## src/logic/lsu_pkg.sv

```systemverilog
`default_nettype none

package lsu_pkg;

  // Sizing
  localparam int LSU_PIPE_NUM = 2;
  localparam int LANE_W       = 1;
  localparam int XLEN_W       = 32;
  localparam int VADDR_W      = 16;
  localparam int PADDR_W      = 12;
  localparam int PAGE_OFS_W   = 8;
  localparam int VPN_W        = 8;
  localparam int PPN_W        = 4;
  localparam int TLB_IDX_W    = 3;
  localparam int TLB_TAG_W    = VPN_W - TLB_IDX_W;
  localparam int DMEM_WORDS   = 256;
  localparam int DMEM_AW      = $clog2(DMEM_WORDS);
  localparam int RNID_W       = 5;
  localparam int SEQ_W        = 6;
  localparam int CNT_W        = 8;
  localparam int HAZ_KIND_NUM = 3;

  typedef enum logic [1:0] {OP_LW, OP_LBU, OP_SW, OP_SB} mem_op_t;

  typedef enum logic [1:0] {HAZ_NONE, HAZ_TLB_MISS, HAZ_MISALIGN, HAZ_RANGE} hazard_t;

  // Operands arrive already read
  typedef struct packed {
    logic              valid;
    mem_op_t           op;
    logic [SEQ_W-1:0]  seq;
    logic [RNID_W-1:0] rd_rnid;
    logic [XLEN_W-1:0] base;
    logic [11:0]       imm12;
    logic [XLEN_W-1:0] st_data;
  } issue_t;

  typedef struct packed {
    logic             valid;
    logic [VPN_W-1:0] vpn;
    logic [PPN_W-1:0] ppn;
  } tlb_wr_t;

  typedef struct packed {
    logic             valid;
    logic [VPN_W-1:0] vpn;
  } tlb_req_t;

  typedef struct packed {
    logic             hit;
    logic [PPN_W-1:0] ppn;
  } tlb_resp_t;

  typedef struct packed {
    logic               valid;
    logic               we;
    logic [DMEM_AW-1:0] word_addr;
    logic [3:0]         be;
    logic [XLEN_W-1:0]  wdata;
  } mem_req_t;

  typedef struct packed {
    logic              valid;
    logic [RNID_W-1:0] rd_rnid;
    logic [XLEN_W-1:0] rd_data;
  } phy_wr_t;

  typedef struct packed {
    logic               valid;
    logic [SEQ_W-1:0]   seq;
    logic [LANE_W-1:0]  lane;
    hazard_t            hazard;
    logic [VADDR_W-1:0] vaddr;
  } cmpl_t;

endpackage

`default_nettype wire

```

## src/logic/lsu_issue_router.sv

```systemverilog
`timescale 1ns/1ps
`default_nettype none

module lsu_issue_router (
  input  logic                                        i_clk,
  input  logic                                        i_reset_n,
  input  lsu_pkg::issue_t                             i_issue,
  output lsu_pkg::issue_t [lsu_pkg::LSU_PIPE_NUM-1:0] o_lane_issue
);

  import lsu_pkg::*;

  logic [LANE_W-1:0]       r_ptr;
  logic [LANE_W-1:0]       w_ptr_next;
  logic [LSU_PIPE_NUM-1:0] w_sel_oh;

  // Lane select for this cycle
  assign w_sel_oh = LSU_PIPE_NUM'(1) << r_ptr;

  always_comb begin
    w_ptr_next = r_ptr;
    if (i_issue.valid) begin
      if (r_ptr == LANE_W'(LSU_PIPE_NUM - 1)) begin
        w_ptr_next = '0;
      end else begin
        w_ptr_next = r_ptr + 1'b1;
      end
    end
  end

  always_ff @(posedge i_clk, negedge i_reset_n) begin
    if (!i_reset_n) begin
      r_ptr <= '0;
    end else begin
      r_ptr <= w_ptr_next;
    end
  end

  // Every slot gets the payload, only the selected one is valid
  always_ff @(posedge i_clk, negedge i_reset_n) begin
    if (!i_reset_n) begin
      o_lane_issue <= '0;
    end else begin
      for (int i = 0; i < LSU_PIPE_NUM; i++) begin
        o_lane_issue[i]       <= i_issue;
        o_lane_issue[i].valid <= i_issue.valid & w_sel_oh[i];
      end
    end
  end

endmodule

`default_nettype wire

```

## config.mk

```make
export PLATFORM = sky130hd
export DESIGN_NAME = lsu_issue_router
export DESIGN_NICKNAME = d
export VERILOG_FILES = /design/src/logic/lsu_pkg.sv /design/src/logic/lsu_issue_router.sv
export SDC_FILE = /design/constraint.sdc
export NUM_CORES = 1
export LEC_CHECK = 0
export ABC_AREA = 1
export BUFFER_PORTS_ARGS = -buffer_cell sky130_fd_sc_hd__buf_2
export CORE_AREA = 2 2 107 109
export DETAILED_ROUTE_END_ITERATION = 6
export DIE_AREA = 0 0 109 111
export PLACE_DENSITY = 0.66
export SLEW_MARGIN = 15
export SYNTH_ARGS = -nofsm -noshare
export SYNTH_HDL_FRONTEND = slang
export SYNTH_SLANG_ARGS = --single-unit
```

## constraint.sdc

```tcl
create_clock -name i_clk -period 0.9 [get_ports i_clk]
set_input_delay 0.09 -clock i_clk [delete_from_list [all_inputs] [get_ports i_clk]]
set_output_delay 0.09 -clock i_clk [all_outputs]
set_load 0.03 [all_outputs]
```

==> impl_metrics.yaml <==
placement:
  port_buffers: 271
  place_area_um2: 3910
  post-place-ws_ns: 0.2236
  place.gp.congestion: 0.7057
  place_hpwl_mm: 5.612
  dp.cells: 516
timing:
  max_slew.worst_pin.slew_ns: 0.2637
  finalSetupViolCount: 180
  period_needed_ns: 1.016
  rsz0062_at_grt: "yes"
  fin_skew_ns: 0.0001441
  min_period_over_period: 1.129
  fin_ws_ns: -0.1157
  slew_violations: 0
  relSlewSlack: 0.8242
  fmax_mhz: 984.6
  hold_violations: 0
clock_network:
  cts_setup_buffers: 0
  clk_latency_ns: 0.33
  cts_buffers: 9
  cts_buffer_depth: 2
  htreeDepth: 3
  clk_transition_reported_paths_ns: 0.07
  root_buffer: "clkbuf_16"
  cts_tree: "yes"
  cts.sinks: 92
critical_path:
  path_cells: "buf_6"
  critPathRequiredTime_ns: 0.81
  startpoint_type: "flip-flop"
  path_delay_family: "flip-flops"
  slowest_delay_ns: 0.43
  critPathSlowestCell: "dfrtp_1"
  cp.arrival_ns: 0.93
  cp_max_fo: 2
  critPathKind: "flip-flop to output pin"
  worst_setup_path_end_kind: "output pin"
  critPathBufInv: 1
logic_synthesis:
  ys_warn_count: 0
  synth_cells: 189
  synth_area_leaders: "dfrtp_1 77%, buf_4 22%, inv_1 0.50%"
  synth.largest_area_cell: "dfrtp_1"
  avgSynthCellArea_um2: 15.88
  seq_area_frac_synth: 0.7673
  ys_types: 4
  yosys.area.top_type_share: 0.7673
  syn-cell-area_um2: 3000
  synth-seq-cells: 92
  syn_nets: 281
final_layout:
  final_area_um2: 6225
  layout_common_cells: "180 x buf_6, 92 x dfrtp_1, 91 x dlygate4sd3_1, 90 x buf_2, 9 x clkbuf_16"
  syn_to_final_growth_pct: 107.5
  final_util: 0.5620
  drive_above_1_share: 0.6021
  final_cells: 624
  final_common_cell: "buf_6"
  layout.nets: 567
detailed_routing:
  vias_per_cell: 3.873
  ant_nets: 0
  post_drt_wl_per_cell_um: 16.20
  drt_iter0_markers: 49
  drt_pre_antenna_iters: 4
  drc: 0
  routed_wl_mm: 10.11
  dr_total_vias: 2417
floorplanning:
  die_h_um: 111
  die_area_um2: 12100
  ioPinCount: 272
  start_util: 0.2709
  core-area_um2: 11080
  die_w_um: 109
  rows: 39
run:
  drv_cap: 0
global_routing:
  antenna_found_initial: 2
  grt_pass1_vias: 2779
  grt_max_degree: 51
  grt_pass1_wl_mm: 14.90
  track_usage: 0.1669
  grt_overflow: 0
power_and_ir_drop:
  power_frac_clock: 0.331
  p_int_mw: 7.436
  ir_drop_mv: 0.9247
  p_seq_frac: 0.436
  share_comb_of_total_power: 0.234
  p_leak_nw: 3.099
  post-layout-total-power_mw: 10.52
  switching_share: 0.2930
  p_switching_mw: 3.082
  power.density_nw_per_um2: 1690
run_status:
  violations: "setup timing"
  outcome: "finished with violations"
worst_hold_path:
  hp-class: "input pin to asynchronous set/reset pin"
[final cells by class]
cell class	instances	area, µm²
Fill cell	812	4852
Timing Repair Buffer	364	3436
Sequential cell	92	2302
Clock buffer	9	225.2
Tap cell	143	178.9
Clock inverter	7	50.05
Multi-Input combinational cell	4	15.01
Inverter	4	15.01
Antenna cell	1	2.502
[flip-flops by register name (all words and copies together) (netlist names)]
register / flops
o_lane_issue: 91
r_ptr: 1
[path summary, 6_finish.rpt]
kind,depth (start not counted),slack (ns),from,end
max,1,-0.12,o_lane_issue[158],o_lane_issue[68]
min,3,0.29,i_reset_n,o_lane_issue[43]
max reg2reg,3,0.25,r_ptr,r_ptr
min reg2reg,2,0.53,r_ptr,r_ptr
min in group i_clk,2,0.39,i_issue[87],o_lane_issue[177]
max in group asynchronous,3,0.36,i_reset_n,o_lane_issue[147]
[what timing repair did]
item / CTS / global route
setup endpoints to repair: 180 / 180
resized for setup: 358 / 2
hold endpoints to repair: 184 / 0
pin swaps: 0 / 0
hold buffers: 91 / 0
[power groups by stage]
stage          clock (mW)  combinational, mW  sequential, mW
4_1_cts              3.59               2.43            4.57
3_3_place_gp            0               1.63            4.53
6_report             3.48               2.46            4.58
5_1_grt              3.79               2.56            4.60
3_5_place_dp            0               1.63            4.54
2_1_floorplan           0              0.741            4.98
[synth_stat cells]
master   count
buf_4       89
inv_1        4
dfrtp_1     92
nand2_1      4
[logic make-up (layout without fill, tap and decap cells)]
| kind of cell | count (synthesis) | count (layout) | share of synthesized area |
|---|---|---|---|
| DFF | 92 | 92 | 0.7673 |
| buffers and inverters | 93 | 384 | 0.2277 |
| and+or+nand+nor | 4 | 4 | 0.005003 |
| other | 0 | 1 | 0 |
[routing by layer]
layer / vias up / global-route usage / part of all wire
met5: - / 0 / 0.0016
met4: 2 / 0.07607 / 0.032
met1: 1162 / 0.1552 / 0.31
li1: 1058 / - / -
met3: 28 / 0.06349 / 0.094
met2: 167 / 0.3118 / 0.57
[metrics by stage]
step / hold slack [ns] / TNS (ns)
after global routing: 0.3178 / -20.67
after CTS: 0.2846 / -16.99
after detailed placement: 0.09105 / 0
after floorplan: -0.2056 / 0
after global placement: 0.08370 / 0
final: 0.2921 / -14.80
Power figures use the tool's default switching activity.
