File: src/logic/lsu_pkg.sv
`default_nettype none

package lsu_pkg;

  // Sizing
  localparam int LSU_PIPE_NUM = 2;
  localparam int LANE_W       = 1;
  localparam int XLEN_W       = 32;
  localparam int VADDR_W      = 16;
  localparam int PADDR_W      = 12;
  localparam int PAGE_OFS_W   = 8;
  localparam int VPN_W        = 8;
  localparam int PPN_W        = 4;
  localparam int TLB_IDX_W    = 3;
  localparam int TLB_TAG_W    = VPN_W - TLB_IDX_W;
  localparam int DMEM_WORDS   = 256;
  localparam int DMEM_AW      = $clog2(DMEM_WORDS);
  localparam int RNID_W       = 5;
  localparam int SEQ_W        = 6;
  localparam int CNT_W        = 8;
  localparam int HAZ_KIND_NUM = 3;

  typedef enum logic [1:0] {OP_LW, OP_LBU, OP_SW, OP_SB} mem_op_t;

  typedef enum logic [1:0] {HAZ_NONE, HAZ_TLB_MISS, HAZ_MISALIGN, HAZ_RANGE} hazard_t;

  // Operands arrive already read
  typedef struct packed {
    logic              valid;
    mem_op_t           op;
    logic [SEQ_W-1:0]  seq;
    logic [RNID_W-1:0] rd_rnid;
    logic [XLEN_W-1:0] base;
    logic [11:0]       imm12;
    logic [XLEN_W-1:0] st_data;
  } issue_t;

  typedef struct packed {
    logic             valid;
    logic [VPN_W-1:0] vpn;
    logic [PPN_W-1:0] ppn;
  } tlb_wr_t;

  typedef struct packed {
    logic             valid;
    logic [VPN_W-1:0] vpn;
  } tlb_req_t;

  typedef struct packed {
    logic             hit;
    logic [PPN_W-1:0] ppn;
  } tlb_resp_t;

  typedef struct packed {
    logic               valid;
    logic               we;
    logic [DMEM_AW-1:0] word_addr;
    logic [3:0]         be;
    logic [XLEN_W-1:0]  wdata;
  } mem_req_t;

  typedef struct packed {
    logic              valid;
    logic [RNID_W-1:0] rd_rnid;
    logic [XLEN_W-1:0] rd_data;
  } phy_wr_t;

  typedef struct packed {
    logic               valid;
    logic [SEQ_W-1:0]   seq;
    logic [LANE_W-1:0]  lane;
    hazard_t            hazard;
    logic [VADDR_W-1:0] vaddr;
  } cmpl_t;

endpackage

`default_nettype wire

File: src/logic/lsu_cmpl_merge.sv
`timescale 1ns/1ps
`default_nettype none

module lsu_cmpl_merge (
  input  logic                                                        i_clk,
  input  logic                                                        i_reset_n,
  input  lsu_pkg::phy_wr_t [lsu_pkg::LSU_PIPE_NUM-1:0]                i_wr,
  input  lsu_pkg::cmpl_t   [lsu_pkg::LSU_PIPE_NUM-1:0]                i_cmpl,
  output lsu_pkg::phy_wr_t                                            o_wb,
  output lsu_pkg::cmpl_t                                              o_cmpl,
  output logic [lsu_pkg::HAZ_KIND_NUM-1:0][lsu_pkg::CNT_W-1:0]        o_haz_cnt
);

  import lsu_pkg::*;

  phy_wr_t w_wr;
  cmpl_t   w_cmpl;

  // At most one lane is valid per cycle
  always_comb begin
    w_wr   = '0;
    w_cmpl = '0;
    for (int i = 0; i < LSU_PIPE_NUM; i++) begin
      w_wr   = w_wr | (i_wr[i] & {$bits(phy_wr_t){i_wr[i].valid}});
      w_cmpl = w_cmpl | (i_cmpl[i] & {$bits(cmpl_t){i_cmpl[i].valid}});
    end
  end

  always_ff @(posedge i_clk, negedge i_reset_n) begin
    if (!i_reset_n) begin
      o_wb   <= '0;
      o_cmpl <= '0;
    end else begin
      o_wb   <= w_wr;
      o_cmpl <= w_cmpl;
    end
  end

  // Saturating per-kind counters
  always_ff @(posedge i_clk, negedge i_reset_n) begin
    if (!i_reset_n) begin
      o_haz_cnt <= '0;
    end else begin
      for (int k = 0; k < HAZ_KIND_NUM; k++) begin
        if (w_cmpl.valid && (w_cmpl.hazard == hazard_t'(k + 1)) &&
            (o_haz_cnt[k] != '1)) begin
          o_haz_cnt[k] <= o_haz_cnt[k] + 1'b1;
        end
      end
    end
  end

endmodule

`default_nettype wire

File: config.mk
export PLATFORM = sky130hd
export DESIGN_NAME = lsu_cmpl_merge
export DESIGN_NICKNAME = d
export VERILOG_FILES = /design/src/logic/lsu_pkg.sv /design/src/logic/lsu_cmpl_merge.sv
export SDC_FILE = /design/constraint.sdc
export NUM_CORES = 1
export LEC_CHECK = 0
export ABC_AREA = 0
export BUFFER_PORTS_ARGS = -buffer_cell sky130_fd_sc_hd__buf_2
export CORE_MARGIN = 4
export CORE_UTILIZATION = 35
export CTS_CLUSTER_DIAMETER = 60
export DETAILED_ROUTE_END_ITERATION = 8
export HOLD_SLACK_MARGIN = 0.06
export PLACE_DENSITY_LB_ADDON = 0.1
export SYNTH_ARGS = -nofsm -noshare
export SYNTH_HDL_FRONTEND = slang
export SYNTH_SLANG_ARGS = --single-unit
export TNS_END_PERCENT = 50
File: constraint.sdc
create_clock -name i_clk -period 3.21 [get_ports i_clk]
set_input_delay 0 -clock i_clk [delete_from_list [all_inputs] [get_ports i_clk]]
set_output_delay 0 -clock i_clk [all_outputs]
set_load 0.02 [all_outputs]
==> results by group, run 1 <==
Clocking
  – CTS Sinks: about 90
  – Hold_buf cts: 126
  – CTS max path bufs: 2
  – Post-CTS resize count: 0
  – Post-CTS Setup Bufs: 0
  – Inserted Clock Buffers: 9
  – Root Driver: clkbuf_8
  – H-tree depth: 3

Place
  – GPL Wtd Cong: approximately 0.85
  – DP Worst Slack: ~1500 ps
  – Cell count after placement: 609
  – Dpl cell area: roughly 4800 sq um
  – Hpwl dp: just under 8 mm
  – Port bufs: 217

Outcome
  – Error msg: [ERROR RSZ-0060] Max buffer count reached.
  – Last stage reached: clock tree synthesis (4_1_cts)
  – Run status: did not finish

Synth
  – Syn Nets: ~400
  – Avg Cell Area, Syn: ~13 sq um
  – Sequential area share after synthesis: between 60% and 70%
  – Syn Std Cell Area: about 3600 sq um
  – Cell count after synthesis: 271
  – Synth Register Bits: 88
  – Library cells used by synthesis: 33
  – Yosys warning count: 0

Die
  – Initial Util: between 30% and 40%
  – Die Ht: about 110 um
  – Site Rows: 36
  – Width of the die: between 100 and 150 um
  – I/O pins: 218
cells by family after synthesis:
logic type	synth area share, %
xor gates and xnor gates	2.20
AOI/OAI and AO/OA	17.5
and+or+nand+nor	11.2
adders and majority gates	1.05
buffers and inverters	2.20
muxes	4.40
DFF	61.5
per-stage QoR:
stage          utilization [%]  hold slack, ps
2_1_floorplan                -            -296
3_3_place_gp              48.5             215
3_5_place_dp              48.5             217
synth_stat cells:
cell type  number  area, sq um
and2_1          1         6.26
o21ai_0         1         5.00
and2_2          1         7.51
nand2_8         1         20.0
nand3b_1        1         7.51
mux2i_1         3         30.0
a21boi_0        1         7.51
ha_1            3         37.5
clkbuf_1       10         37.5
nand3_1        16         80.1
nor2_1          5         18.8
and4_1          4         35.0
buf_1           2         7.51
nand2b_1        3         18.8
a21oi_1         4         20.0
o22ai_4         2         40.0
or2_2           2         12.5
and3_1          7         43.8
mux2_2          2         22.5
mux2_4          1         15.0
buf_6           2         22.5
nor3_1          1         5.00
nand3_2         2         20.0
dfrtp_1        88         2200
o211ai_4        1         21.3
xnor2_1         9         78.8
a22o_1         60          526
mux2_1          8         90.1
a31oi_1         1         6.26
nand4_1         8         50.1
inv_1           3         11.3
nand2_1        15         56.3
nand2_2         3         18.8
==> run 2: changes to the inputs <==
Settings changed: CORE_UTILIZATION 35 to 20, CTS_CLUSTER_DIAMETER 60 to unset, HOLD_SLACK_MARGIN 0.06 to unset, PLACE_DENSITY_LB_ADDON 0.1 to 0.15.
==> run 2 against run 1 <==
Against the previous run:
- the run now ends clean
- synthesized cell count unchanged
- area after synthesis unchanged
==> results by group, run 2 <==
Outcome
  – Run status: completed

Power
  – Sequential share of power: 39.7%
  – Psw: 1180 uW
  – Clk pwr share: roughly 33%
  – Power Density: roughly 560 nW/um^2
  – Internal power: ~2500 uW
  – Logic pwr share: 27.8%
  – Leak: ~0.0032 uW
  – Sw Ratio: approximately 32%
  – Worst vdd ir: between 0.2 and 0.3 mV

Clocking
  – Clock slew at reported path FFs: ~70 ps
  – Clk_lat worst skew: approximately 340 ps
  – Root Driver: clkbuf_16
  – CTS max path bufs: 2 (unchanged)
  – CTS Sinks: 88 (unchanged)
  – Inserted Clock Buffers: 9 (unchanged)
  – H-tree depth: 3 (unchanged)
  – Post-CTS resize count: 0 (unchanged)
  – CTS tree: done

STA
  – Crit path time final: between 1500 and 2000 ps
  – Fin Clk Skew: approximately 4.2 ps
  – Hold WS: approximately 19 ps
  – Worst slew pin tran: 905 ps
  – Finish-stage setup viols: 0
  – Setup TNS Final: 0 ps
  – Final Max Slew Viols: 0
  – Final hold violations: 0
  – Period utilization: 51.1%
  – Slew headroom: 39.7%
  – Fmax achieved: about 610 MHz
  – RSZ-0062 raised after global routing: no

Worst setup path
  – Reg2reg path depth: 5
  – Critical Path Sink: o_haz_cnt[6]$_DFFE_PN0P_
  – Slowest CP cell: dfrtp_1
  – Delay-heaviest family, CP: simple AND/OR/NAND/NOR gates
  – Largest fanout on the critical path: 5
  – Worst Setup End Kind: flop
  – R2r startpoint: o_haz_cnt[0]$_DFFE_PN0P_
  – Required time worst endpoint: 3440 ps
  – Worst setup SP type: flop
  – Worst-path cell chain: ha_1, and3_1, and3_1, nand3_1, mux2_1
  – R2R Path End: o_haz_cnt[6]$_DFFE_PN0P_
  – CP Class: reg -> reg
  – Worst R2R Setup Slack: ~1600 ps
  – Crit path top cell by count: and3_1
  – Buf+Inv Stages, Crit Path: 0
  – Critical Path Stages: 5
  – Arr. time, crit path: between 1500 and 2000 ps
  – Max incr delay on CP: roughly 420 ps
  – CP Launch Point: o_haz_cnt[0]$_DFFE_PN0P_

Final layout
  – Post-route design area: 6460 sq um
  – Share of cells above drive strength 1: 40.6%
  – Fillers: 1712
  – Utilization after layout: a little under two fifths
  – Most frequent cells in the layout: 216 x buf_2, 123 x dlygate4sd3_1, 88 x dfrtp_1, 60 x a22o_1, 16 x nand3_1
  – Largest register by flop count: o_wb
  – Commonest non-fill, non-tap cell in the layout: buf_2
  – FF+latch area: between 2000 and 2500 sq um
  – Multi-input logic area: 1300 sq um
  – Diode count: 0
  – Layout Nets: between 700 and 800
  – Largest registers: o_wb: 38 flops, o_cmpl: 26 flops, o_haz_cnt: 24 flops
  – Max reg flops: 38
  – Synth-to-Final Area Change: 80.3%

Die
  – Initial Util: 20.6% (-16 points)
  – Core Area: 17400 sq um
  – Site Rows: 48 (+33%)
  – I/O pins: 218 (unchanged)
  – Width of the die: 142 um (+30%)
  – Die area: just over 20000 sq um
  – Die Ht: 142 um (+30%)

Synth
  – Sequential area share after synthesis: 61.5% (unchanged)
  – Syn Std Cell Area: 3580 sq um (unchanged)
  – Post-synth EDFFs: 0 (unchanged)
  – Yosys warning count: 0 (unchanged)
  – Largest cells by area after synthesis: dfrtp_1 61%, a22o_1 15%, mux2_1 2.5%, nand3_1 2.2%, xnor2_1 2.2%
  – Top FF cell, synth: dfrtp_1
  – Syn Nets: 404 (unchanged)
  – Synth area leader: dfrtp_1
  – Top cells by count, synth: 88 x dfrtp_1, 60 x a22o_1, 16 x nand3_1
  – Avg Cell Area, Syn: 13.2 sq um (unchanged)
  – Top-count cell post-synth: dfrtp_1
  – Async SR Flop Fraction: 100% (unchanged)
  – Synth top area share: 61.5% (unchanged)
  – Synth Register Bits: 88 (unchanged)
  – Library cells used by synthesis: 33 (unchanged)
  – Cell count after synthesis: 271 (unchanged)

Global routing
  – Initial antenna violation count: 3
  – Pin count of the biggest net entering global routing: 70
  – First-pass GRT wire length: roughly 20 mm
  – Number of global-route vias before repair: between 3000 and 4000
  – Overall global routing resource usage: approximately 13%
  – Grt total ovfl: 0

Run
  – Maximum Capacitance Violations: 0

Place
  – Dpl cell area: 4890 sq um (+2.2%)
  – GPL Wtd Cong: 0.777 (-8.3%)
  – Port bufs: 217 (unchanged)
  – Hpwl dp: 8.66 mm (+9.5%)

Drt
  – Vias per inst: between 4 and 5
  – Post-route DRC: 0
  – Pre-antenna DRT Iters: 4
  – Detail Route Antenna Nets: 0
  – Initial DRC Count: around 80
  – DR WL/cell: ~15 um
  – Final wirelength: around 12 mm
  – Via Count: 3550

Hold path
  – HP Class: in -> reg
  – Critical hold path startpoint: i_cmpl[43]
==> run 2: cell counts after synthesis <==
No cell type changed its count.
==> run 2: final cells by class <==
cell class | count | share of cell area [%]
Clock buffer | 9 | 3.49
Inverter | 3 | 0.174
Sequential cell | 88 | 34.1
Timing Repair Buffer | 341 | 36.0
Tap cell | 225 | 4.36
Multi-Input combinational cell | 166 | 20.1
Clock inverter | 7 | 1.69
==> run 2: how the worst min path moves through the flow <==
stage / to / slack [ps] / cells after the start
detailed placement: o_cmpl[2]$_DFF_PN0_ / 200 / 1
floorplan: o_cmpl[0]$_DFF_PN0_ / -300 / 0
finish: o_cmpl[17]$_DFF_PN0_ / 20 / 3
global placement: o_cmpl[2]$_DFF_PN0_ / 200 / 1
global route: o_cmpl[17]$_DFF_PN0_ / 40 / 3
CTS: o_cmpl[17]$_DFF_PN0_ / 3 / 3
==> run 2: worst reg2reg max path, cell delays in order, from the launching register on <==
cell	delay, ps
dfrtp_1	420
ha_1	270
and3_1	230
and3_1	180
nand3_1	80
mux2_1	330
==> run 2: routing by layer <==
| layer | track usage [%] | up-vias | part of all wire, % |
|---|---|---|---|
| met5 | 0 | - | 0.33 |
| met4 | 5.81 | 6 | 2.6 |
| met1 | 13.3 | 1672 | 36 |
| met3 | 5.22 | 25 | 11 |
| met2 | 21.9 | 156 | 50 |
| li1 | - | 1691 | - |
==> run 2: power by group through the flow <==
| stage | clock network [uW] | logic (uW) | registers [uW] |
|---|---|---|---|
| 6_report | 1180 | 1010 | 1440 |
| 3_3_place_gp | 0 | 880 | 1460 |
| 5_1_grt | 1280 | 1110 | 1480 |
| 3_5_place_dp | 0 | 885 | 1470 |
| 4_1_cts | 1230 | 1030 | 1450 |
| 2_1_floorplan | 0 | 303 | 1650 |
==> run 2: through the flow <==
stage,setup WS (ps),std cells,power (uW)
global route,1510,839,3870
floorplan,1600,271,1960
finish,1570,839,3640
global placement,1470,700,2340
CTS,1580,839,3710
detailed placement,1470,700,2350
==> run 2: cell families after synthesis <==
family | share of synthesized area (%)
buffers and inverters | 2.20
adders and majority gates | 1.05
DFF | 61.5
xor gates and xnor gates | 2.20
AOI/OAI and AO/OA | 17.5
and+or+nand+nor | 11.2
muxes | 4.40
==> run 2: repair_timing <==
action                                 CTS  global route
hold buffers                           123             0
endpoints found under the hold margin  129             0
setup buffers                            0             0
Note: power is estimated with default switching activity, not from simulation.
