File: src/logic/lsu_pkg.sv
`default_nettype none

package lsu_pkg;

  // Sizing
  localparam int LSU_PIPE_NUM = 2;
  localparam int LANE_W       = 1;
  localparam int XLEN_W       = 32;
  localparam int VADDR_W      = 16;
  localparam int PADDR_W      = 12;
  localparam int PAGE_OFS_W   = 8;
  localparam int VPN_W        = 8;
  localparam int PPN_W        = 4;
  localparam int TLB_IDX_W    = 3;
  localparam int TLB_TAG_W    = VPN_W - TLB_IDX_W;
  localparam int DMEM_WORDS   = 256;
  localparam int DMEM_AW      = $clog2(DMEM_WORDS);
  localparam int RNID_W       = 5;
  localparam int SEQ_W        = 6;
  localparam int CNT_W        = 8;
  localparam int HAZ_KIND_NUM = 3;

  typedef enum logic [1:0] {OP_LW, OP_LBU, OP_SW, OP_SB} mem_op_t;

  typedef enum logic [1:0] {HAZ_NONE, HAZ_TLB_MISS, HAZ_MISALIGN, HAZ_RANGE} hazard_t;

  // Operands arrive already read
  typedef struct packed {
    logic              valid;
    mem_op_t           op;
    logic [SEQ_W-1:0]  seq;
    logic [RNID_W-1:0] rd_rnid;
    logic [XLEN_W-1:0] base;
    logic [11:0]       imm12;
    logic [XLEN_W-1:0] st_data;
  } issue_t;

  typedef struct packed {
    logic             valid;
    logic [VPN_W-1:0] vpn;
    logic [PPN_W-1:0] ppn;
  } tlb_wr_t;

  typedef struct packed {
    logic             valid;
    logic [VPN_W-1:0] vpn;
  } tlb_req_t;

  typedef struct packed {
    logic             hit;
    logic [PPN_W-1:0] ppn;
  } tlb_resp_t;

  typedef struct packed {
    logic               valid;
    logic               we;
    logic [DMEM_AW-1:0] word_addr;
    logic [3:0]         be;
    logic [XLEN_W-1:0]  wdata;
  } mem_req_t;

  typedef struct packed {
    logic              valid;
    logic [RNID_W-1:0] rd_rnid;
    logic [XLEN_W-1:0] rd_data;
  } phy_wr_t;

  typedef struct packed {
    logic               valid;
    logic [SEQ_W-1:0]   seq;
    logic [LANE_W-1:0]  lane;
    hazard_t            hazard;
    logic [VADDR_W-1:0] vaddr;
  } cmpl_t;

endpackage

`default_nettype wire

File: src/logic/lsu_tlb.sv
`timescale 1ns/1ps
`default_nettype none

module lsu_tlb (
  input  logic                                           i_clk,
  input  logic                                           i_reset_n,
  input  lsu_pkg::tlb_wr_t                               i_tlb_wr,
  input  lsu_pkg::tlb_req_t  [lsu_pkg::LSU_PIPE_NUM-1:0] i_req,
  output lsu_pkg::tlb_resp_t [lsu_pkg::LSU_PIPE_NUM-1:0] o_resp
);

  import lsu_pkg::*;

  localparam int TLB_ENTRIES = 1 << TLB_IDX_W;

  logic [TLB_ENTRIES-1:0] r_valid;
  logic [TLB_TAG_W-1:0]   r_tag [TLB_ENTRIES];
  logic [PPN_W-1:0]       r_ppn [TLB_ENTRIES];

  logic [TLB_IDX_W-1:0]   w_wr_idx;

  // Index is the low VPN bits
  assign w_wr_idx = i_tlb_wr.vpn[TLB_IDX_W-1:0];

  always_ff @(posedge i_clk, negedge i_reset_n) begin
    if (!i_reset_n) begin
      r_valid <= '0;
    end else if (i_tlb_wr.valid) begin
      r_valid[w_wr_idx] <= 1'b1;
    end
  end

  always_ff @(posedge i_clk) begin
    if (i_tlb_wr.valid) begin
      r_tag[w_wr_idx] <= i_tlb_wr.vpn[VPN_W-1:TLB_IDX_W];
      r_ppn[w_wr_idx] <= i_tlb_wr.ppn;
    end
  end

  // Combinational lookup per lane
  always_comb begin
    for (int i = 0; i < LSU_PIPE_NUM; i++) begin
      o_resp[i].hit = i_req[i].valid &
                      r_valid[i_req[i].vpn[TLB_IDX_W-1:0]] &
                      (r_tag[i_req[i].vpn[TLB_IDX_W-1:0]] == i_req[i].vpn[VPN_W-1:TLB_IDX_W]);
      o_resp[i].ppn = r_ppn[i_req[i].vpn[TLB_IDX_W-1:0]];
    end
  end

endmodule

`default_nettype wire

File: config.mk
export PLATFORM = sky130hd
export DESIGN_NAME = lsu_tlb
export DESIGN_NICKNAME = d
export VERILOG_FILES = /design/src/logic/lsu_pkg.sv /design/src/logic/lsu_tlb.sv
export SDC_FILE = /design/constraint.sdc
export NUM_CORES = 1
export LEC_CHECK = 0
export ABC_AREA = 0
export BUFFER_PORTS_ARGS = -buffer_cell sky130_fd_sc_hd__buf_2
export CORE_MARGIN = 3
export CORE_UTILIZATION = 50
export CTS_CLUSTER_DIAMETER = 30
export DETAILED_ROUTE_END_ITERATION = 16
export PLACE_DENSITY = 0.81
export RECOVER_POWER = 100
export SYNTH_ARGS = -nofsm -noshare
export SYNTH_HDL_FRONTEND = slang
export SYNTH_SLANG_ARGS = --single-unit
File: constraint.sdc
create_clock -name i_clk -period 1.6 [get_ports i_clk]
set_input_delay 0 -clock i_clk [delete_from_list [all_inputs] [get_ports i_clk]]
set_output_delay 0 -clock i_clk [all_outputs]
set_load 0.01 [all_outputs]
==> run summary, run 1 <==
Core area = 0.00745 mm2
RSZ-0062 raised after global routing = yes
Most frequent cells in the layout = 72 x edfxtp_1, 34 x mux2i_1, 22 x mux4_2, 22 x clkbuf_1, 20 x buf_2
Final hold vios = 0
WP data required = 1.60 ns
Nets = 334
Total CTS buffers = 9
First-pass GRT wire length = 12600 um
Vias in the first global route = 2425
Number of cells after detailed placement = 376
Peak VDD IR = 0.423 mV
Setup Viol. Count Final = 10
GRT overflow = 0
Worst hold margin = 0.102 ns
Rel. slew slack = 0.433
Layout Cells excl Fill = 405
Reg-to-Reg Start = r_valid[3]
Reg2Reg Capture Point = r_valid[3]
Initial Util = 0.529
H-tree depth = 3
DR WL/cell = 20.3 um
DRT antenna net count = 0
Max FO, Critical Path = 2
FILL cells = 565
Die W = 94.7 um
Main area contributors after synthesis = edfxtp_1 55%, mux4_2 9.7%, mux2i_1 8.6%, mux4_1 5.3%, dfrtp_1 5.1%
Pre-CTS setup slack = -0.0950 ns
Largest net degree at the start of global routing = 18
Clk Latency, worst-skew pair = 0.34 ns
Post-layout util = 0.632
Drt first pass iters = 4
Most common cell after layout, fill and taps aside = edfxtp_1
Minimum clock period = 1.99 ns
Worst setup EP type = output pin
Status = complete, but fails checks
Critical path class = reg -> out
Row count = 31
Dominant cell type by area after synthesis = edfxtp_1
Max-Cap Viols = 0
Multi-input logic area = 0.00150 mm2
Area grow syn2layout = 19.5%
Violated checks = setup timing
Post-route DRC = 0
Sequential share of the synthesized area = 0.600
Reg clk slew, reported paths = 0.08 ns
IO Count = 43
Synth Register Bits = 80
CTS tree = yes
Post-DP HPWL = 5590 um
Yosys warnings = 0
Tcrit/Tclk final = 1.24
CTS Sinks = 80
Leakage = 0.00168 uW
Mapped Nets = 259
Cell family with most CP delay = multiplexers
Mapped Cells = 226
Worst R2R Path Depth = 2
Die ar. = 0.00897 mm2
FF+latch area = 0.00236 mm2
Final Skew = 0 ns
Slowest Stage Delay on Critical Path = 0.51 ns
Worst-path cell chain = mux2i_1 > mux4_2 > xor2_2 > nand2_1 > nor4_2 > buf_2
Share of cells above drive strength 1 = 0.353
Fmax = 503 MHz
Met1 GRT Util = 0.256
Slowest CP cell = mux4_2
Synth top area share = 0.549
Syn Area/Cell = 17.4 um2
# port buffers = 42
M2 GR Usage = 0.326
Met3 Use GR = 0.0327
Final worst slack = -0.389 ns
Antenna violations before repair = 0
Via density = 5.78
Post-synthesis cell area = 0.00394 mm2
Die Y-Extent = 94.7 um
Via count = 2342
Setup TNS = -0.750 ns
Worst Tran Pin Value = 0.851 ns
GRT Total Usage = 0.194
Root Buffer = clkbuf_8
Reg2reg setup slack = 0.68 ns
Initial drt markers = 156
Crit path launch type = flip-flop
Distinct cells, synth = 32
Hold crit path type = in -> async
Max Slew Vio Count = 0
Worst path buffer plus inverter count = 1
Clock Tree Buf Depth = 2
Antenna cell count = 0
GP Congestion = 0.800
Routed WL = 8220 um
PwrDens = 932 mW/mm2
Critical path data arrival time = 1.99 ns
Grt peak-use layer = met2
## synthesized netlist by cell type, drive strengths merged
master and count:
a21o 1, a21oi 4, a221oi 2, a22oi 6, and2 1, and3 2, and4 1, buf 10
clkbuf 1, dfrtp 8, edfxtp 72, mux2 13, mux2i 34, mux4 25, nand2 6, nand2b 4
nand3 2, nand3b 2, nand4 1, nor2 8, nor2b 2, nor3 2, nor4 1, o211ai 1
o22a 1, o22ai 2, or2 8, xnor2 4, xor2 2
## cells by family (layout without fill, tap and decap cells)
kind of cell | Yosys count | in the layout | share of synthesized area
AO/OA/AOI/OAI | 17 | 17 | 0.0302
XOR/XNOR | 6 | 6 | 0.0134
buffers and inverters | 11 | 91 | 0.0257
flip-flops | 80 | 80 | 0.600
multiplexers | 72 | 72 | 0.274
AND/OR/NAND/NOR | 40 | 40 | 0.0563
## sequential cells by signal, summed over array words and instances (netlist names)
signal	cells
r_tag	40
r_valid	8
r_ppn	32
## per-layer routing
layer,vias to the layer above,share of wire
met1,1177,0.39
met2,85,0.52
met5,-,0
met3,11,0.074
li1,1069,-
met4,0,0.013
## stage by stage
| stage | cell area, um2 | total power (uW) |
|---|---|---|
| 6_report | 4710 | 4380 |
| 5_1_grt | 4710 | 4540 |
| 4_1_cts | 4720 | 4410 |
| 3_5_place_dp | 4360 | 2950 |
| 3_3_place_gp | 4360 | 2940 |
| 2_1_floorplan | 3940 | 2750 |
## worst reg2reg max path: cells and delay by family, from the launching register on
family                 cells  cell delay [ns]
flip-flops                 1             0.38
AND/OR/NAND/NOR            1             0.29
buffers and inverters      1             0.13
## worst max path at each step
stage	start	endpoint	slack, ns	cells past startpoint
floorplan	r_tag[3][4]	o_resp[9]	0.10	4
global placement	r_tag[3][4]	o_resp[9]	0.02	5
detailed placement	r_tag[3][4]	o_resp[9]	-0.1	5
CTS	r_tag[0][3]	o_resp[9]	-0.45	6
global route	r_tag[1][3]	o_resp[9]	-0.52	6
finish	r_tag[1][3]	o_resp[9]	-0.39	6
## cell type report
type                       instances  share of cell area
tap                               99              0.0263
clock buffer                      11              0.0346
timing repair buffer              75               0.111
sequential                        80               0.502
clock inverter                     5             0.00744
multi-input combinational        135               0.319
## report_power, final
part           switching [uW]  total [uW]  internal [uW]
combinational             275         586            311
clock                     707        1410            707
sequential               32.3        2380           2350
## what timing repair did
item                                    4_1_cts  5_1_grt
endpoints found under the setup margin       10       10
hold buffers                                 10        0
pin swaps                                     3        6
endpoints found under the hold margin        80        0
resized for setup                            18        5
buffers inserted                              2        1
No activity file was read; power rests on OpenSTA's default activity.
==> run 2, diff against run 1 <==
- SKIP_LAST_GASP: unset -> 1
==> run summary, run 2 (synthesized netlist as in run 1, its figures left out) <==
Initial drt markers = 182
Post-layout util = 0.630
Hold crit path type = in -> async
Area grow syn2layout = 19.3%
Clock Tree Buf Depth = 2
Worst setup EP type = output pin
CTS tree = yes
Largest Register = r_tag
Setup TNS = -0.676 ns
Fmax = 509 MHz
Net switching power = 1000 uW
Worst-path cell chain = mux2i_1 > mux4_2 > xor2_2 > nand2_1 > nor4_2 > buf_2
Clk Latency, worst-skew pair = 0.34 ns
Setup Viol. Count Final = 5
GRT overflow = 0
Critical path class = reg -> out
Final worst slack = -0.363 ns
RSZ-0062 raised after global routing = yes
Drt first pass iters = 5
Total CTS buffers = 9
First-pass GRT wire length = 12700 um
Slowest Stage Delay on Critical Path = 0.51 ns
Max Slew Vio Count = 0
Sw Ratio = 0.230
Number of cells after detailed placement = 376
Crit path launch type = flip-flop
GRT Total Usage = 0.195
Final hold vios = 0
Routed WL = 8130 um
Vias in the first global route = 2416
Max-Cap Viols = 0
Reg2reg setup slack = 0.68 ns
IO Count = 43
Tcrit/Tclk final = 1.23
Reg clk slew, reported paths = 0.08 ns
Slowest CP cell = mux4_2
Die ar. = 0.00897 mm2
Row count = 31
# port buffers = 42
Clock power share = 0.322
Minimum clock period = 1.96 ns
Largest net degree at the start of global routing = 18
Initial Util = 0.529
Post-DP HPWL = 5590 um
FILL cells = 569
Reg power frac = 0.545
Die Y-Extent = 94.7 um
Max reg flops = 40
Rel. slew slack = 0.460
Final Skew = 0 ns
Via count = 2332
H-tree depth = 3
Antenna cell count = 0
Most frequent cells in the layout = 72 x edfxtp_1, 34 x mux2i_1, 22 x mux4_2, 22 x clkbuf_1, 20 x buf_2
DR WL/cell = 20.1 um
Peak VDD IR = 0.425 mV
Critical path data arrival time = 1.96 ns
DRT antenna net count = 0
Post-route DRC = 0
WP data required = 1.60 ns
Comb pwr share = 0.133
P_int = 3370 uW
Status = complete, but fails checks
Layout Cells excl Fill = 405
Nets = 334
Root Buffer = clkbuf_8
Die W = 94.7 um
Most common cell after layout, fill and taps aside = edfxtp_1
GP Congestion = 0.800
Antenna violations before repair = 0
Worst Tran Pin Value = 0.810 ns
Share of cells above drive strength 1 = 0.343
Leakage = 0.00168 uW
Largest regs = r_tag (40), r_ppn (32), r_valid (8)
Core area = 0.00745 mm2
Max FO, Critical Path = 2
PwrDens = 932 mW/mm2
Violated checks = setup timing
Via density = 5.76
CTS Sinks = 80
[run 2: final cells by class]
type | count | area (um2) | area share
tap | 99 | 124 | 0.0264
timing repair buffer | 75 | 523 | 0.111
clock inverter | 5 | 35.0 | 0.00746
clock buffer | 11 | 163 | 0.0346
multi-input combinational | 135 | 1490 | 0.317
sequential | 80 | 2360 | 0.503
[run 2: power by group through the flow]
stage	combinational (uW)	sequential, uW	clock (uW)
after floorplan	334	2420	0
after global placement	513	2420	0
after detailed placement	520	2430	0
after CTS	581	2380	1440
after global routing	624	2390	1520
final	580	2380	1410
[run 2: worst max-delay path, delay by kind of cell (launching register included)]
kind,cells,cell delay [ns]
xor+xnor,1,0.16
buf+inv,1,0.17
flops,1,0.36
mux,2,0.60
simple gates,2,0.34
[run 2: worst paths after layout]
check | from | endpoint | depth (start not counted)
hold / removal | i_reset_n | r_valid[1] | 2
min in group i_clk | i_req[17] | o_resp[9] | 4
setup reg to reg | r_valid[3] | r_valid[3] | 2
hold reg to reg | r_valid[1] | r_valid[1] | 1
max in group asynchronous | i_reset_n | r_valid[6] | 2
setup / recovery | r_tag[1][3] | o_resp[9] | 6
[run 2: per-stage QoR]
| stage | worst slack, ns | hold slack [ns] | total power [uW] | instance area [um2] |
|---|---|---|---|---|
| floorplan | 0.105 | -0.296 | 2750 | 3940 |
| detailed placement | -0.0950 | -0.147 | 2950 | 4360 |
| finish | -0.363 | 0.108 | 4370 | 4690 |
| global route | -0.518 | 0.143 | 4540 | 4690 |
| global placement | 0.0189 | -0.155 | 2940 | 4360 |
| CTS | -0.445 | 0.00697 | 4400 | 4710 |
[run 2: timing repair]
action / 4_1_cts / 5_1_grt
hold endpoints to repair: 80 / 0
hold buffers: 10 / 0
gates resized for setup: 15 / 5
endpoints found under the setup margin: 10 / 10
setup buffers: 2 / 1
pin swaps: 3 / 2
[run 2: per-layer routing]
| metal | vias up | wire length, um | track usage |
|---|---|---|---|
| met5 | - | 0 | 0 |
| met4 | 0 | 97 | 0.0697 |
| met3 | 8 | 374 | 0.0327 |
| met2 | 69 | 4240 | 0.325 |
| met1 | 1185 | 3420 | 0.259 |
| li1 | 1070 | - | - |
==> run 3, diff against run 2 <==
- CORE_UTILIZATION: 50 -> 30
- PLACE_DENSITY: 0.81 -> 0.57
==> run summary, run 3 (synthesized netlist as in run 1, its figures left out) <==
Worst R2R Path Depth = 2
Worst Tran Pin Value = 0.867 ns
Fmax = 518 MHz
Clock Tree Buf Depth = 2
GP Congestion = 0.743
Critical path class = reg -> out
Most frequent cells in the layout = 72 x edfxtp_1, 34 x mux2i_1, 23 x buf_2, 22 x mux4_2, 21 x clkbuf_1
Grt peak-use layer = met2
Worst setup path start = r_tag[7][3]
Max reg flops = 40
Crit path launch type = flip-flop
Nets = 335
RSZ-0062 raised after global routing = yes
Largest net degree at the start of global routing = 20
CTS Sinks = 80
Die W = 121 um
H-tree depth = 3
Cell Area, Placed = 0.00445 mm2
Die ar. = 0.0145 mm2
GRT Total Usage = 0.129
First-pass GRT wire length = 13600 um
Final Skew = 0 ns
# port buffers = 42
IO Count = 43
Final hold vios = 0
Overall power = 4910 uW
Worst hold margin = 0.129 ns
Drt first pass iters = 4
Max FO, Critical Path = 2
Reg2reg setup slack = 0.68 ns
Tcrit/Tclk final = 1.21
Peak VDD IR = 0.382 mV
Max-Cap Viols = 0
Row count = 41
Reg clk slew, reported paths = 0.06 ns
Critical path data arrival time = 1.93 ns
Core area = 0.0127 mm2
Die Y-Extent = 121 um
M2 GR Usage = 0.209
DRT antenna net count = 0
Reg-to-Reg Start = r_valid[1]
DR WL/cell = 18.7 um
Antenna violations before repair = 0
Routed WL = 8930 um
Final worst slack = -0.329 ns
Violated checks = setup timing
Setup TNS = -0.569 ns
Worst setup EP type = output pin
Rel. slew slack = 0.422
Minimum clock period = 1.93 ns
Reg2Reg Capture Point = r_valid[1]
CTS tree = yes
Setup Viol. Count Final = 2
Area grow syn2layout = 24.0%
Via count = 2303
Post-route DRC = 0
Vias in the first global route = 2423
Via density = 4.81
Setup crit end = o_resp[9]
Hold crit path type = in -> async
Initial Util = 0.309
Share of cells above drive strength 1 = 0.345
Leakage = 0.00174 uW
Met1 GRT Util = 0.174
Root Buffer = clkbuf_16
WP data required = 1.60 ns
Total CTS buffers = 9
GRT overflow = 0
Clk Latency, worst-skew pair = 0.32 ns
Largest Register = r_tag
Largest regs = r_tag (40), r_ppn (32), r_valid (8)
Final Cell Area = 0.00488 mm2
Met3 Use GR = 0.0187
Status = complete, but fails checks
Post-DP HPWL = 6150 um
PwrDens = 1010 mW/mm2
Max Slew Vio Count = 0
Most common cell after layout, fill and taps aside = edfxtp_1
Antenna cell count = 0
Initial drt markers = 104
-- run 3: cell types whose count changed in the layout (fill, tap and decap cells not counted), moves of 2 or more --
cell       previous run  this run
mux2_2                8         4
mux2_4                5         9
clkbuf_8             10         0
buf_4                12        14
clkbuf_16             1         9
xor2_2                2         0
buf_2                20        23
inv_4                 2         0
clkinv_2              1         3
xor2_1                0         2
-- run 3: final cells by class --
class	instances	area (um2)
tap	172	215
fill	1235	7840
multi-input combinational	135	1500
sequential	80	2360
timing repair buffer	76	522
clock inverter	5	48.8
clock buffer	11	233
-- run 3: worst min-delay path by stage --
| stage | slack, ns | end | start |
|---|---|---|---|
| floorplan | -0.30 | r_valid[0] | i_reset_n |
| global placement | -0.15 | r_valid[3] | i_reset_n |
| detailed placement | -0.14 | r_valid[3] | i_reset_n |
| CTS | 0.04 | r_valid[4] | i_reset_n |
| global route | 0.17 | r_valid[4] | i_reset_n |
| finish | 0.13 | r_valid[4] | i_reset_n |
-- run 3: through the flow --
stage | instances | utilization | setup slack, ns
6_report | 479 | 0.384 | -0.329
5_1_grt | 479 | 0.384 | -0.472
4_1_cts | 478 | 0.385 | -0.342
3_5_place_dp | 451 | 0.350 | -0.0655
3_3_place_gp | 451 | 0.350 | -0.0293
2_1_floorplan | 226 | - | 0.105
-- run 3: power by group --
| part | internal, uW | switching (uW) |
|---|---|---|
| clock | 1190 | 739 |
| sequential | 2360 | 32.2 |
| combinational | 316 | 276 |
-- run 3: worst max-delay path: stages (launching register included) --
cell and delay, ns:
edfxtp_1 0.36, mux2i_1 0.07, mux4_2 0.52, xor2_1 0.17, nand2_1 0.08, nor4_2 0.24
buf_2 0.17
-- run 3: repair_timing --
item                                   CTS  global route
gates cloned                             0             0
setup buffers                            1             1
gates resized for setup                 20             5
endpoints found under the hold margin   80             0
setup endpoints to repair                9            10
pin swaps                                3             0
hold buffers                            10             0
-- run 3: per-layer routing --
| layer | share of wire | up-vias |
|---|---|---|
| li1 | - | 1073 |
| met1 | 0.46 | 1168 |
| met2 | 0.49 | 51 |
| met3 | 0.033 | 11 |
| met4 | 0.014 | 0 |
| met5 | 0 | - |
